`src/design/flist_cfg.svh`:
```
`ifndef FLIST_CFG_SVH
`define FLIST_CFG_SVH

// ------------------------------
// ID pool
// ------------------------------

// Bits in one ID
`define ID_WIDTH 4

// IDs managed by the free list, 0 to ID_COUNT-1
`define ID_COUNT 16

// Must hold the value ID_COUNT itself
`define COUNT_WIDTH 5

// Entries in the ID buffer, a power of two
`define FIFO_DEPTH 8

`endif

```
`src/design/flist_types_pkg.sv`:
```
`default_nettype none

`include "flist_cfg.svh"

package flist_types_pkg;

   // Index bits plus one wrap bit
   localparam int FIFO_PTR_WIDTH = $clog2(`FIFO_DEPTH) + 1;

   // One ID as granted or released
   typedef logic [`ID_WIDTH-1:0] id_t;

   // Number of IDs currently free
   typedef logic [`COUNT_WIDTH-1:0] free_count_t;

   // Slot in the free queue
   typedef logic [`ID_WIDTH-1:0] qptr_t;

   // Buffer pointer, top bit tells full from empty
   typedef logic [FIFO_PTR_WIDTH-1:0] fifo_ptr_t;

endpackage

`default_nettype wire

```
`src/design/flist_state_pkg.sv`:
```
`default_nettype none

package flist_state_pkg;

   // Free list, fill sweep then normal service
   typedef enum logic {
      FL_INIT,
      FL_READY
   } flist_state_t;

   // Producer side
   typedef enum logic {
      AC_IDLE,
      AC_WAIT_ACK
   } alloc_state_t;

   // Consumer side
   typedef enum logic [1:0] {
      RC_IDLE,
      RC_POP,
      RC_WAIT_ACK
   } rel_state_t;

endpackage

`default_nettype wire

```
`src/design/free_list.sv`:
```
`timescale 1ns/1ps
`default_nettype none

`include "flist_cfg.svh"

module free_list
   import flist_types_pkg::*;
   import flist_state_pkg::*;
(
   input  wire              SYSTEM_CLOCK,
   input  wire              reset,
   input  wire              alloc_req,
   input  wire              dealloc_req,
   input  wire id_t         dealloc_id,
   output logic             alloc_ack,
   output id_t              alloc_id,
   output logic             dealloc_ack,
   output logic             init_done,
   output free_count_t      free_count
);

   id_t          queue_mem [`ID_COUNT];
   qptr_t        head_ptr;
   qptr_t        tail_ptr;
   flist_state_t state;
   logic         alloc_pend;
   logic         grant;
   logic         take_back;
   logic         wr_en;
   id_t          wr_data;

   // Circular step, ID_COUNT need not be a power of two
   function automatic qptr_t qptr_next(input qptr_t ptr);
      qptr_t nxt;
      if (ptr == qptr_t'(`ID_COUNT - 1))
         nxt = '0;
      else
         nxt = ptr + 1'b1;
      return nxt;
   endfunction

   // ------------------------------
   // Request decode
   // ------------------------------

   // A request seen with nothing free waits in alloc_pend
   assign grant     = (state == FL_READY) && (alloc_req || alloc_pend) && (free_count != '0);
   assign take_back = (state == FL_READY) && dealloc_req;

   // Fill sweep writes each slot with its own index
   assign wr_en   = (state == FL_INIT) || take_back;
   assign wr_data = (state == FL_INIT) ? id_t'(tail_ptr) : dealloc_id;

   always_ff @(posedge SYSTEM_CLOCK)
   begin
      if (wr_en)
         queue_mem[tail_ptr] <= wr_data;
      if (grant)
         alloc_id <= queue_mem[head_ptr];
   end

   // ------------------------------
   // Control
   // ------------------------------
   always_ff @(posedge SYSTEM_CLOCK)
   begin
      if (reset)
      begin
         state       <= FL_INIT;
         head_ptr    <= '0;
         tail_ptr    <= '0;
         free_count  <= '0;
         alloc_pend  <= 1'b0;
         alloc_ack   <= 1'b0;
         dealloc_ack <= 1'b0;
         init_done   <= 1'b0;
      end
      else
      begin
         alloc_ack   <= grant;
         dealloc_ack <= take_back;
         case (state)
            FL_INIT:
            begin
               tail_ptr   <= qptr_next(tail_ptr);
               free_count <= free_count + 1'b1;
               if (tail_ptr == qptr_t'(`ID_COUNT - 1))
               begin
                  state     <= FL_READY;
                  init_done <= 1'b1;
               end
            end
            FL_READY:
            begin
               if (grant)
                  head_ptr <= qptr_next(head_ptr);
               if (take_back)
                  tail_ptr <= qptr_next(tail_ptr);
               if (grant)
                  alloc_pend <= 1'b0;
               else if (alloc_req)
                  alloc_pend <= 1'b1;
               // Grant and release together leave the count alone
               if (grant && !take_back)
                  free_count <= free_count - 1'b1;
               else if (take_back && !grant)
                  free_count <= free_count + 1'b1;
            end
            default:
               state <= FL_INIT;
         endcase
      end
   end

endmodule

`default_nettype wire

```
`src/design/id_fifo.sv`:
```
`timescale 1ns/1ps
`default_nettype none

`include "flist_cfg.svh"

module id_fifo
   import flist_types_pkg::*;
(
   input  wire       SYSTEM_CLOCK,
   input  wire       reset,
   input  wire       push,
   input  wire       pop,
   input  wire id_t  din,
   output id_t       dout,
   output logic      rdy,
   output logic      not_full
);

   localparam int ADDR_W = FIFO_PTR_WIDTH - 1;

   id_t       fifo_mem [`FIFO_DEPTH];
   fifo_ptr_t wr_ptr;
   fifo_ptr_t rd_ptr;
   logic      do_push;
   logic      do_pop;

   // ------------------------------
   // Status
   // ------------------------------

   // Same slot, same lap means empty; same slot, other lap means full
   assign rdy      = (wr_ptr != rd_ptr);
   assign not_full = !((wr_ptr[ADDR_W-1:0] == rd_ptr[ADDR_W-1:0]) &&
                       (wr_ptr[ADDR_W] != rd_ptr[ADDR_W]));

   assign do_push = push && not_full;
   assign do_pop  = pop && rdy;

   // Head shows without a pop
   assign dout = fifo_mem[rd_ptr[ADDR_W-1:0]];

   always_ff @(posedge SYSTEM_CLOCK)
   begin
      if (do_push)
         fifo_mem[wr_ptr[ADDR_W-1:0]] <= din;
   end

   always_ff @(posedge SYSTEM_CLOCK)
   begin
      if (reset)
      begin
         wr_ptr <= '0;
         rd_ptr <= '0;
      end
      else
      begin
         if (do_push)
            wr_ptr <= wr_ptr + 1'b1;
         if (do_pop)
            rd_ptr <= rd_ptr + 1'b1;
      end
   end

endmodule

`default_nettype wire

```
`src/design/alloc_client.sv`:
```
`timescale 1ns/1ps
`default_nettype none

module alloc_client
   import flist_types_pkg::*;
   import flist_state_pkg::*;
(
   input  wire       SYSTEM_CLOCK,
   input  wire       reset,
   input  wire       run,
   input  wire       init_done,
   input  wire       not_full,
   input  wire       alloc_ack,
   input  wire id_t  alloc_id,
   output logic      alloc_req,
   output logic      push,
   output id_t       din
);

   alloc_state_t state;
   logic         can_request;

   // not_full lags a push by a cycle, so skip the cycle a push is on the way
   assign can_request = run && init_done && not_full && !push;

   // ------------------------------
   // Request FSM
   // ------------------------------
   always_ff @(posedge SYSTEM_CLOCK)
   begin
      if (reset)
      begin
         state     <= AC_IDLE;
         alloc_req <= 1'b0;
         push      <= 1'b0;
      end
      else
      begin
         alloc_req <= 1'b0;
         push      <= 1'b0;
         case (state)
            AC_IDLE:
               if (can_request)
               begin
                  alloc_req <= 1'b1;
                  state     <= AC_WAIT_ACK;
               end
            AC_WAIT_ACK:
               if (alloc_ack)
               begin
                  push  <= 1'b1;
                  state <= AC_IDLE;
               end
            default:
               state <= AC_IDLE;
         endcase
      end
   end

   // Granted ID goes out with the push
   always_ff @(posedge SYSTEM_CLOCK)
   begin
      if (state == AC_WAIT_ACK && alloc_ack)
         din <= alloc_id;
   end

endmodule

`default_nettype wire

```
`src/design/release_client.sv`:
```
`timescale 1ns/1ps
`default_nettype none

module release_client
   import flist_types_pkg::*;
   import flist_state_pkg::*;
(
   input  wire       SYSTEM_CLOCK,
   input  wire       reset,
   input  wire       hold_release,
   input  wire       rdy,
   input  wire id_t  dout,
   input  wire       dealloc_ack,
   output logic      pop,
   output logic      dealloc_req,
   output id_t       dealloc_id
);

   rel_state_t state;

   // ------------------------------
   // Release FSM
   // ------------------------------
   always_ff @(posedge SYSTEM_CLOCK)
   begin
      if (reset)
      begin
         state       <= RC_IDLE;
         pop         <= 1'b0;
         dealloc_req <= 1'b0;
      end
      else
      begin
         pop         <= 1'b0;
         dealloc_req <= 1'b0;
         case (state)
            // Hold only blocks a new pop
            RC_IDLE:
               if (rdy && !hold_release)
               begin
                  pop   <= 1'b1;
                  state <= RC_POP;
               end
            RC_POP:
            begin
               dealloc_req <= 1'b1;
               state       <= RC_WAIT_ACK;
            end
            RC_WAIT_ACK:
               if (dealloc_ack)
                  state <= RC_IDLE;
            default:
               state <= RC_IDLE;
         endcase
      end
   end

   // Head is still on dout while pop is high
   always_ff @(posedge SYSTEM_CLOCK)
   begin
      if (state == RC_POP)
         dealloc_id <= dout;
   end

endmodule

`default_nettype wire

```
`src/design/id_loop_top.sv`:
```
`timescale 1ns/1ps
`default_nettype none

module id_loop_top
   import flist_types_pkg::*;
(
   input  wire               SYSTEM_CLOCK,
   input  wire               reset,
   input  wire               run,
   input  wire               hold_release,
   output wire               init_done,
   output wire               alloc_valid,
   output wire id_t          alloc_id,
   output wire               release_valid,
   output wire id_t          release_id,
   output wire free_count_t  free_count
);

   wire      alloc_req;
   wire      dealloc_req;
   wire      push;
   wire      pop;
   wire      rdy;
   wire      not_full;
   wire id_t din;
   wire id_t dout;

   // Ack pulses and their IDs double as the observation ports
   free_list free_list_inst (
      .SYSTEM_CLOCK (SYSTEM_CLOCK),
      .reset        (reset),
      .alloc_req    (alloc_req),
      .dealloc_req  (dealloc_req),
      .dealloc_id   (release_id),
      .alloc_ack    (alloc_valid),
      .alloc_id     (alloc_id),
      .dealloc_ack  (release_valid),
      .init_done    (init_done),
      .free_count   (free_count)
   );

   alloc_client alloc_client_inst (
      .SYSTEM_CLOCK (SYSTEM_CLOCK),
      .reset        (reset),
      .run          (run),
      .init_done    (init_done),
      .not_full     (not_full),
      .alloc_ack    (alloc_valid),
      .alloc_id     (alloc_id),
      .alloc_req    (alloc_req),
      .push         (push),
      .din          (din)
   );

   id_fifo id_fifo_inst (
      .SYSTEM_CLOCK (SYSTEM_CLOCK),
      .reset        (reset),
      .push         (push),
      .pop          (pop),
      .din          (din),
      .dout         (dout),
      .rdy          (rdy),
      .not_full     (not_full)
   );

   release_client release_client_inst (
      .SYSTEM_CLOCK (SYSTEM_CLOCK),
      .reset        (reset),
      .hold_release (hold_release),
      .rdy          (rdy),
      .dout         (dout),
      .dealloc_ack  (release_valid),
      .pop          (pop),
      .dealloc_req  (dealloc_req),
      .dealloc_id   (release_id)
   );

endmodule

`default_nettype wire

```
`config.mk`:
```
export PLATFORM = sky130hd
export DESIGN_NAME = id_loop_top
export DESIGN_NICKNAME = d
export VERILOG_FILES = /design/src/design/flist_types_pkg.sv /design/src/design/flist_state_pkg.sv /design/src/design/free_list.sv /design/src/design/id_fifo.sv /design/src/design/alloc_client.sv /design/src/design/release_client.sv /design/src/design/id_loop_top.sv
export VERILOG_INCLUDE_DIRS = /design/src /design/src/design
export SDC_FILE = /design/constraint.sdc
export NUM_CORES = 1
export LEC_CHECK = 0
export BUFFER_PORTS_ARGS = -buffer_cell sky130_fd_sc_hd__buf_2
export CORE_MARGIN = 2
export CORE_UTILIZATION = 61
export DETAILED_ROUTE_END_ITERATION = 12
export PLACE_DENSITY = 0.79
export RECOVER_POWER = 25
export SLEW_MARGIN = 0
export SYNTH_ARGS = -nofsm -noshare
export SYNTH_HDL_FRONTEND = slang
export SYNTH_SLANG_ARGS = --single-unit
```
`constraint.sdc`:
```
create_clock -name SYSTEM_CLOCK -period 3.4 [get_ports SYSTEM_CLOCK]
set_clock_uncertainty 0.15 [all_clocks]
set_input_delay 0.51 -clock SYSTEM_CLOCK [delete_from_list [all_inputs] [get_ports SYSTEM_CLOCK]]
set_output_delay 0.51 -clock SYSTEM_CLOCK [all_outputs]
set_load 0.02 [all_outputs]
```
==> reports/results.txt, run 1 <==
CTS resizes - 0
CTS HTree Levels - 4
GRT Total Usage - 23.0%
Num CTS Buffers - 17
Path type of the worst setup path - flip-flop to flip-flop
Achievable frequency - 321 MHz
Area Growth Syn to Fin - 12.6%
Initial Utilization - 62.6%
Final Slew Violations - 0
Top_reg_cell synth - edfxtp_1
Grt ovf - 0
Met2 WL - 5070 microns
Leakage power total - 2.22 nW
Mapped Area - 5750 sq um
Setup TNS - 0 ns
Net Switching - 830 uW
Max_cap viols - 0
Drt initial violations - 267
Post-route minimum period - 3.11 ns
Clk network pwr share - 45.6%
Synthesized flop and latch total - 141
Slew headroom - 1.11%
Core ar. - 9200 sq um
Die height - 101 microns
First-pass GRT wire length - 17,300 microns
Reg2Reg Depth - 10
Run status - completed
Die area - 10,200 sq um
1st-pass router iterations - 5
Cts hold-fix bufs - 0
CP Max Fanout - 8
Internal power - 2.83 mW
Count of final setup violators - 0
Via-to-Cell Ratio - 6.06
Number of buffers added for setup after CTS - 0
CP Capture Type - flip-flop
Ys async rst share - 0%
PwrDens - 565 nW/um^2
Syn Area/Cell - 14.8 sq um
Post-synth EDFFs - 108
RSZ-0062 raised after global routing - false
Clock sink count - 141
Clk slew on worst S/H paths - 0.06 ns
CTS tree - yes
Worst slew pin tran - 1.48 ns
DR vias - 3,262
Register area share after synthesis - 67.9%
Critical Path AT - 3.37 ns
Yosys warning count - 0
Post-DRT Antenna Nets - 0
Net Sw Frac - 22.7%
Synth Instances - 389
GP Congestion - 0.849
Comb pwr share - 2.7%
Ant diodes - 0
Yosys cell types - 49
Met3 wire len - 538 microns
Die X-Extent - 101 microns
Drt wl/cell - 19.5 microns
DP Worst Slack - 0.356 ns
Sequential Power Share - 51.7%
Row cnt - 35
I/O Pins - 20
Final worst slack - 0.287 ns
Final Hold Viols - 0
Clock root buffer - clkbuf_8
Critical path data required time - 3.66 ns
Hold Path Class - primary input to flip-flop
Initial antenna violation count - 0
Worst skew pair latency - 0.52 ns
Via count of the first global-routing pass - 3,296
Nets@finish - 428
WL final - 10,500 microns
Largest net degree at the start of global routing - 35
CTS Buffer Depth - 2
Post-Route M1 WL - 4690 microns
Tcrit/Tclk final - 91.6%
Max Used Layer - met4
Layout cell share with drive strength beyond 1 - 19.2%
Element type at the critical path start - flip-flop
Hold path depth - 3
# port buffers - 19
Worst vdd ir - 0.356 mV
Detailed Place HPWL - 7070 microns
Post-route DRC violation count - 0
Post-synth net total - 403
per-layer routing:
layer  GRT usage [%]  up-vias
met1            32.5     1617
met5               0        -
met2            35.3       97
met4            9.56        0
li1                -     1530
met3            5.06       18
final cells by class:
cell class | count | area, sq um
multi-input cells | 220 | 1740
flip-flops and latches | 141 | 3900
clock inverters | 15 | 130
well taps | 111 | 139
inverters | 10 | 37.5
fillers | 600 | 2720
clock buffers | 17 | 414
repair buffers | 24 | 120
worst paths after layout:
kind                                                                start                                   endpoint  slack [ns]
worst max-delay path            free_list_inst.free_count[0]$_SDFFE_PP0P_  free_list_inst.free_count[4]$_SDFFE_PP0P_        0.29
worst min-delay path                                         hold_release         release_client_inst.pop$_SDFF_PP0_         0.1
worst min register to register       free_list_inst.alloc_id[3]$_DFFE_PP_         alloc_client_inst.din[3]$_DFFE_PP_        0.34
worst max register to register  free_list_inst.free_count[0]$_SDFFE_PP0P_  free_list_inst.free_count[4]$_SDFFE_PP0P_        0.29
synthesized netlist by cell type, types with 2 or more instances:
master,instances,share of area (%)
edfxtp_1,108,56
nor2_1,36,2.3
dfxtp_1,33,11
nand2_1,25,1.6
mux2i_1,18,3.1
a21oi_1,16,1.4
mux4_2,16,6.3
o21ai_0,12,1.0
ha_1,10,2.2
inv_1,10,0.65
nor3_1,9,0.78
clkbuf_1,8,0.52
xor2_1,8,1.2
a22oi_1,7,0.91
mux2_2,7,1.4
buf_2,6,0.52
nand2b_1,5,0.54
nand3_1,5,0.43
nor2b_1,5,0.54
o211ai_1,5,0.65
a221oi_1,4,0.61
buf_1,3,0.20
or3_1,3,0.33
and2_1,2,0.22
or4_1,2,0.26
or4b_1,2,0.35
xnor2_1,2,0.30
per-stage QoR:
stage	hold WS, ns	util [%]	std cells	power [mW]	cell area (sq um)
2_1_floorplan	0.305	-	389	1.99	5750
3_3_place_gp	0.323	64.7	506	2.02	5950
3_5_place_dp	0.315	64.7	506	2.03	5950
4_1_cts	0.0855	70.6	538	3.67	6490
5_1_grt	0.118	70.5	538	3.75	6480
6_report	0.0974	70.5	538	3.66	6480
state kept, by name, summed over array words and instances (netlist names), 2 cells and up:
signal / cells
free_list_inst.tail_ptr: 4
id_fifo_inst.rd_ptr: 4
free_list_inst.queue_mem: 64
free_list_inst.free_count: 5
id_fifo_inst.wr_ptr: 4
release_client_inst.state: 2
alloc_client_inst.din: 4
release_client_inst.dealloc_id: 4
free_list_inst.head_ptr: 4
free_list_inst.alloc_id: 4
id_fifo_inst.fifo_mem: 32
layout by cell type, fill, tap and decap left out, types with 2 or more instances in the layout:
cell        synthesis  layout
xnor2_1             2       2
nor3_1              9       9
nor2b_1             5       5
mux2i_1            18      18
a21oi_1            16      16
o21ai_0            12      12
or4_1               2       2
nand2_1            25      25
buf_2               6      18
edfxtp_1          108     108
or4b_1              2       2
dfxtp_1            33      33
or3_1               3       3
mux4_2             16      16
clkbuf_16           0      16
mux2_2              7       7
nand2b_1            5       5
inv_6               0       4
a22oi_1             7       7
nor2_1             36      36
clkbuf_1            8       4
ha_1               10      10
inv_1              10      10
o211ai_1            5       5
nand3_1             5       5
inv_8               0       3
buf_4               0       2
a221oi_1            4       4
clkinv_4            0       3
clkinvlp_4          0       4
xor2_1              8       8
cells by family after synthesis:
group | synth area share (%)
adders and majority gates | 2.17
muxes | 11.0
DFF | 67.9
AOI/OAI and AO/OA | 6.18
buffers and inverters | 1.98
and+or+nand+nor | 9.05
xor gates and xnor gates | 1.81
power groups by stage:
stage,clock [mW],combinational (mW),sequential (mW)
floorplan,0,0.0652,1.93
global placement,0,0.0941,1.93
detailed placement,0,0.0979,1.93
CTS,1.68,0.0989,1.89
global route,1.75,0.110,1.89
finish,1.67,0.0978,1.89
worst max-delay path, stage by stage (launching register included):
cell and delay [ns]:
dfxtp_1 0.44, inv_1 0.08, ha_1 0.23, or4b_1 0.21, o211ai_1 0.19, inv_1 0.29, ha_1 0.28, nand2_1 0.09
or4b_1 0.53, a21boi_1 0.17, mux2_2 0.35
Power figures use the tool's default switching activity.
==> run 2: changes to the inputs <==
==> constraint.sdc (replaced) <==
create_clock -name SYSTEM_CLOCK -period 3.13 [get_ports SYSTEM_CLOCK]
set_clock_uncertainty 0.15 [all_clocks]
set_input_delay 0.4695 -clock SYSTEM_CLOCK [delete_from_list [all_inputs] [get_ports SYSTEM_CLOCK]]
set_output_delay 0.4695 -clock SYSTEM_CLOCK [all_outputs]
set_load 0.02 [all_outputs]
==> reports/results.txt, run 2 (synthesis gave the netlist of run 1 again) <==
Detailed Place HPWL - 6990 microns (was 7070 microns)
Tcrit/Tclk final - 89.4% (was 91.6%)
Clock sink count - 141 (unchanged)
Clk slew on worst S/H paths - 0.06 ns (about the same)
Element type at the critical path start - flip-flop (unchanged)
Hold path depth - 3 (unchanged)
Post-DRT Antenna Nets - 0 (unchanged)
Final worst slack - 0.332 ns (was 0.287 ns)
CTS tree - yes (unchanged)
CP Cell Sequence - inv_1, ha_1, or4b_1, o211ai_1, inv_1, ha_1, nand2_1, or4b_1, a21boi_1, mux2_2 (unchanged)
Final Util - 71.2% (was 70.5%)
Cts hold-fix bufs - 0 (unchanged)
GP Congestion - 0.844 (was 0.849)
GRT Total Usage - 22.4% (was 23.0%)
Max_cap viols - 0 (unchanged)
Largest net degree at the start of global routing - 35 (unchanged)
WL final - 10,300 microns (was 10,500 microns)
Hold EP - release_client_inst.pop$_SDFF_PP0_ (unchanged)
I/O Pins - 20 (unchanged)
Count of final setup violators - 0 (unchanged)
Critical Path AT - 3.06 ns (was 3.37 ns)
Worst r2r dst - free_list_inst.free_count[4]$_SDFFE_PP0P_ (unchanged)
Initial Utilization - 62.6% (unchanged)
Commonest non-fill, non-tap cell in the layout - edfxtp_1 (unchanged)
Min-Delay Startpoint - hold_release (unchanged)
# port buffers - 19 (unchanged)
CP Max Fanout - 6 (was 8)
Finished Layout Cells - 540 (was 538)
Largest register FFs - 64 (unchanged)
Setup TNS - 0 ns (unchanged)
Die height - 101 microns (unchanged)
RSZ-0062 raised after global routing - false (unchanged)
Run status - completed (unchanged)
Drt initial violations - 221 (was 267)
Row cnt - 35 (unchanged)
Num CTS Buffers - 17 (unchanged)
Core ar. - 9200 sq um (unchanged)
Die area - 10,200 sq um (unchanged)
Post-route DRC violation count - 0 (unchanged)
Path type of the worst setup path - flip-flop to flip-flop (unchanged)
Worst vdd ir - 0.492 mV (was 0.356 mV)
Worst skew pair latency - 0.52 ns (about the same)
CTS Buffer Depth - 2 (unchanged)
Number of buffers added for setup after CTS - 0 (unchanged)
DP Cell Count - 509 (was 506)
Reg with most FFs - free_list_inst.queue_mem (unchanged)
Ant diodes - 0 (unchanged)
DR vias - 3,246 (was 3,262)
PwrDens - 627 nW/um^2 (was 565 nW/um^2)
Via count of the first global-routing pass - 3,225 (was 3,296)
Area Growth Syn to Fin - 13.8% (was 12.6%)
Die X-Extent - 101 microns (unchanged)
Worst slew pin tran - 0.766 ns (was 1.48 ns)
Final Hold Viols - 0 (unchanged)
Clock root buffer - clkbuf_8 (unchanged)
Nets@finish - 431 (was 428)
Post-route minimum period - 2.80 ns (was 3.11 ns)
Slowest cell on the critical path - or4b_1 (unchanged)
Hold Path Class - primary input to flip-flop (unchanged)
CTS HTree Levels - 4 (unchanged)
R2r setup slk - 0.33 ns (was 0.29 ns)
Reg2Reg Depth - 10 (unchanged)
Grt ovf - 0 (unchanged)
Initial antenna violation count - 0 (unchanged)
Fill count - 580 (was 600)
Worst path max stage delay - 0.51 ns (was 0.53 ns)
Achievable frequency - 357 MHz (was 321 MHz)
First-pass GRT wire length - 16,600 microns (was 17,300 microns)
Hold_ws - 0.0740 ns (was 0.0974 ns)
Most frequent cells in the layout - edfxtp_1 (108), nor2_1 (36), dfxtp_1 (33) (unchanged)
Layout cell share with drive strength beyond 1 - 20.0% (was 19.2%)
Drt wl/cell - 19.1 microns (was 19.5 microns)
Final Slew Violations - 0 (unchanged)
DP Worst Slack - 0.355 ns (was 0.356 ns)
Critical path data required time - 3.39 ns (was 3.66 ns)
1st-pass router iterations - 5 (unchanged)
CP Capture Type - flip-flop (unchanged)
CTS resizes - 0 (unchanged)
Via-to-Cell Ratio - 6.01 (was 6.06)
Slew headroom - 48.5% (was 1.11%)
Critical R2R Launch - free_list_inst.free_count[0]$_SDFFE_PP0P_ (unchanged)
Leakage power total - 2.27 nW (was 2.22 nW)
==> run 2: cell count changes in the layout (fill, tap and decap cells not counted) <==
| cell | change |
|---|---|
| buf_2 | +1 |
| buf_4 | +5 |
| bufinv_16 | +3 |
| clkbuf_1 | -3 |
| clkinv_1 | +1 |
| clkinv_2 | +2 |
| clkinv_4 | -1 |
| clkinvlp_4 | -2 |
| inv_6 | -1 |
| inv_8 | -3 |
==> run 2: worst max-delay path, delay by kind of cell (launching register included) <==
family / cells / cell delay (ns)
AO/OA/AOI/OAI: 2 / 0.33
AND/OR/NAND/NOR: 3 / 0.82
flip-flops: 1 / 0.42
adder cells (fa/ha/maj): 2 / 0.43
multiplexers: 1 / 0.34
buffers and inverters: 2 / 0.19
==> run 2: worst max-delay path by stage <==
stage,end,start,depth (start not counted)
after floorplan,free_list_inst.free_count[4]$_SDFFE_PP0P_,free_list_inst.free_count[0]$_SDFFE_PP0P_,10
after global placement,free_list_inst.free_count[4]$_SDFFE_PP0P_,free_list_inst.free_count[0]$_SDFFE_PP0P_,10
after detailed placement,free_list_inst.free_count[4]$_SDFFE_PP0P_,free_list_inst.free_count[0]$_SDFFE_PP0P_,10
after CTS,free_list_inst.free_count[4]$_SDFFE_PP0P_,free_list_inst.free_count[0]$_SDFFE_PP0P_,10
after global routing,free_list_inst.free_count[3]$_SDFFE_PP0P_,free_list_inst.free_count[0]$_SDFFE_PP0P_,10
final,free_list_inst.free_count[4]$_SDFFE_PP0P_,free_list_inst.free_count[0]$_SDFFE_PP0P_,10
==> run 2: power breakdown <==
group          total, mW  internal [mW]  switching (mW)
combinational      0.107         0.0357          0.0710
clock               1.94           1.21           0.733
sequential          2.06           2.04          0.0170
total               4.11           3.29           0.821
==> run 2: per-stage QoR <==
stage,instance area [sq um],total power [mW]
6_report,6550,4.11
5_1_grt,6550,4.23
4_1_cts,6550,4.13
3_5_place_dp,5970,2.20
3_3_place_gp,5970,2.19
2_1_floorplan,5750,2.16
==> run 2: layout make-up <==
| cell class | instances | area, sq um | area share, % |
|---|---|---|---|
| inverter | 10 | 37.5 | 0.573 |
| multi-input combinational | 220 | 1740 | 26.5 |
| tap | 111 | 139 | 2.12 |
| clock inverter | 14 | 168 | 2.56 |
| sequential | 141 | 3900 | 59.6 |
| clock buffer | 17 | 414 | 6.32 |
| timing repair buffer | 27 | 151 | 2.31 |
==> run 2: layer usage <==
| layer | wire, microns | track usage [%] | part of all wire, % | up-vias |
|---|---|---|---|---|
| met5 | 0 | 0 | 0 | - |
| met4 | 155 | 8.94 | 1.5 | 0 |
| met3 | 599 | 5.83 | 5.8 | 15 |
| met2 | 5130 | 35.3 | 50 | 111 |
| met1 | 4460 | 30.2 | 43 | 1593 |
| li1 | - | - | - | 1527 |
==> run 3: changes to the inputs <==
--- a/config.mk
+++ b/config.mk
@@ -7,10 +7,10 @@
 export NUM_CORES = 1
 export LEC_CHECK = 0
 export BUFFER_PORTS_ARGS = -buffer_cell sky130_fd_sc_hd__buf_2
-export CORE_MARGIN = 2
-export CORE_UTILIZATION = 61
+export CORE_MARGIN = 1
+export CORE_UTILIZATION = 55
 export DETAILED_ROUTE_END_ITERATION = 12
-export PLACE_DENSITY = 0.79
+export PLACE_DENSITY = 0.72
 export RECOVER_POWER = 25
 export SLEW_MARGIN = 0
 export SYNTH_ARGS = -nofsm -noshare
==> reports/results.txt, run 3 (synthesis gave the netlist of run 1 again) <==
Largest net degree at the start of global routing - 35 (unchanged)
Ant diodes - 0 (unchanged)
Fill count - 682 (was 580)
Die height - 104 microns (was 101 microns)
Reg with most FFs - free_list_inst.queue_mem (unchanged)
CTS tree - yes (unchanged)
Leakage power total - 2.25 nW (was 2.27 nW)
Die X-Extent - 104 microns (was 101 microns)
CTS Buffer Depth - 2 (unchanged)
Hold Path Class - primary input to flip-flop (unchanged)
Worst vdd ir - 0.372 mV (was 0.492 mV)
Final Slew Violations - 0 (unchanged)
Area Growth Syn to Fin - 13.4% (was 13.8%)
Post-DRT Antenna Nets - 0 (unchanged)
GP Congestion - 0.771 (was 0.844)
Critical Path AT - 3.10 ns (was 3.06 ns)
Slew headroom - 24.2% (was 48.5%)
Max_cap viols - 0 (unchanged)
Critical path data required time - 3.38 ns (was 3.39 ns)
R2r setup slk - 0.28 ns (was 0.33 ns)
Hold_ws - 0.0699 ns (was 0.0740 ns)
Clock sink count - 141 (unchanged)
Grt ovf - 0 (unchanged)
Layout cell share with drive strength beyond 1 - 19.3% (was 20.0%)
Min-Delay Startpoint - hold_release (unchanged)
Core ar. - 9950 sq um (was 9200 sq um)
Sequential cell area - 3900 sq um (unchanged)
WL final - 10,600 microns (was 10,300 microns)
Hold path depth - 3 (unchanged)
DR vias - 3,235 (was 3,246)
Num CTS Buffers - 17 (unchanged)
Drt initial violations - 274 (was 221)
Via-to-Cell Ratio - 5.74 (was 6.01)
1st-pass router iterations - 5 (unchanged)
Worst slew pin tran - 1.13 ns (was 0.766 ns)
# port buffers - 19 (unchanged)
Initial Utilization - 57.8% (was 62.6%)
Hold EP - release_client_inst.pop$_SDFF_PP0_ (unchanged)
Run status - completed (unchanged)
Multi-input combinational cell area - 1740 sq um (unchanged)
Most frequent cells in the layout - edfxtp_1 (108), nor2_1 (36), dfxtp_1 (33) (unchanged)
Nets@finish - 432 (was 431)
PwrDens - 600 nW/um^2 (was 627 nW/um^2)
Cts hold-fix bufs - 0 (unchanged)
Clock root buffer - clkbuf_8 (unchanged)
CP Max Fanout - 6 (unchanged)
Element type at the critical path start - flip-flop (unchanged)
Worst r2r dst - free_list_inst.free_count[4]$_SDFFE_PP0P_ (unchanged)
Initial antenna violation count - 0 (unchanged)
Setup TNS - 0 ns (unchanged)
Number of buffers added for setup after CTS - 0 (unchanged)
Via count of the first global-routing pass - 3,209 (was 3,225)
Count of final setup violators - 0 (unchanged)
Row cnt - 36 (was 35)
Final Hold Viols - 0 (unchanged)
Largest register FFs - 64 (unchanged)
Reg2Reg Depth - 10 (unchanged)
Post-route DRC violation count - 0 (unchanged)
Detailed Place HPWL - 7400 microns (was 6990 microns)
Achievable frequency - 351 MHz (was 357 MHz)
Clk slew on worst S/H paths - 0.06 ns (about the same)
CTS HTree Levels - 4 (unchanged)
Drt wl/cell - 18.8 microns (was 19.1 microns)
Path type of the worst setup path - flip-flop to flip-flop (unchanged)
Die area - 10,900 sq um (was 10,200 sq um)
Worst skew pair latency - 0.51 ns (was 0.52 ns)
RSZ-0062 raised after global routing - false (unchanged)
GRT Total Usage - 21.3% (was 22.4%)
First-pass GRT wire length - 17,100 microns (was 16,600 microns)
Commonest non-fill, non-tap cell in the layout - edfxtp_1 (unchanged)
Tcrit/Tclk final - 91.0% (was 89.4%)
CTS resizes - 0 (unchanged)
I/O Pins - 20 (unchanged)
CP Capture Type - flip-flop (unchanged)
Post-route minimum period - 2.85 ns (was 2.80 ns)
Critical R2R Launch - free_list_inst.free_count[0]$_SDFFE_PP0P_ (unchanged)
==> run 3: area by class of cell <==
type | count | share of cell area (%)
clock buffers | 19 | 6.46
clock inverters | 13 | 1.55
inverters | 10 | 0.575
multi-input cells | 220 | 26.6
flip-flops and latches | 141 | 59.8
well taps | 133 | 2.55
repair buffers | 28 | 2.44
==> run 3: worst max-delay path: stages (launching register included) <==
cell and delay [ns]:
dfxtp_1 0.42, inv_1 0.07, ha_1 0.23, or4b_1 0.21
o211ai_1 0.19, inv_1 0.14, ha_1 0.22, nand2_1 0.09
or4b_1 0.53, a21boi_1 0.16, mux2_2 0.34
==> run 3: worst max-delay path by stage <==
stage	cells past startpoint	end	slack, ns	from
detailed placement	10	free_list_inst.free_count[4]$_SDFFE_PP0P_	0.31	free_list_inst.free_count[0]$_SDFFE_PP0P_
floorplan	10	free_list_inst.free_count[4]$_SDFFE_PP0P_	0.30	free_list_inst.free_count[0]$_SDFFE_PP0P_
finish	10	free_list_inst.free_count[4]$_SDFFE_PP0P_	0.28	free_list_inst.free_count[0]$_SDFFE_PP0P_
global route	10	free_list_inst.free_count[2]$_SDFFE_PP0P_	0.08	free_list_inst.free_count[0]$_SDFFE_PP0P_
global placement	10	free_list_inst.free_count[4]$_SDFFE_PP0P_	0.44	free_list_inst.free_count[0]$_SDFFE_PP0P_
CTS	10	free_list_inst.free_count[4]$_SDFFE_PP0P_	0.30	free_list_inst.free_count[0]$_SDFFE_PP0P_
==> run 3: routing by layer <==
metal  routed length, microns  track usage [%]  share of wire [%]  vias to the layer above
li1                         -                -                  -                     1535
met1                     4860             30.3                 46                     1578
met2                     4830             31.0                 46                      107
met3                      697             5.51                6.6                       15
met4                      209             9.80                2.0                        0
met5                        0                0                  0                        -
==> run 3: power by group <==
group          total [mW]  switching, mW  internal (mW)
Combinational       0.107         0.0706         0.0364
Sequential           2.06         0.0163           2.04
Clock                1.75          0.714           1.04
==> run 3: per-stage QoR <==
step / total power [mW] / setup slack (ns) / instance area (sq um) / utilization [%] / instances
final: 3.92 / 0.282 / 6530 / 65.5 / 564
after global routing: 4.05 / 0.0813 / 6530 / 65.5 / 564
after CTS: 3.95 / 0.298 / 6530 / 65.6 / 564
after detailed placement: 2.20 / 0.309 / 6010 / 60.3 / 532
after global placement: 2.20 / 0.445 / 6010 / 60.3 / 532
after floorplan: 2.16 / 0.295 / 5750 / - / 389
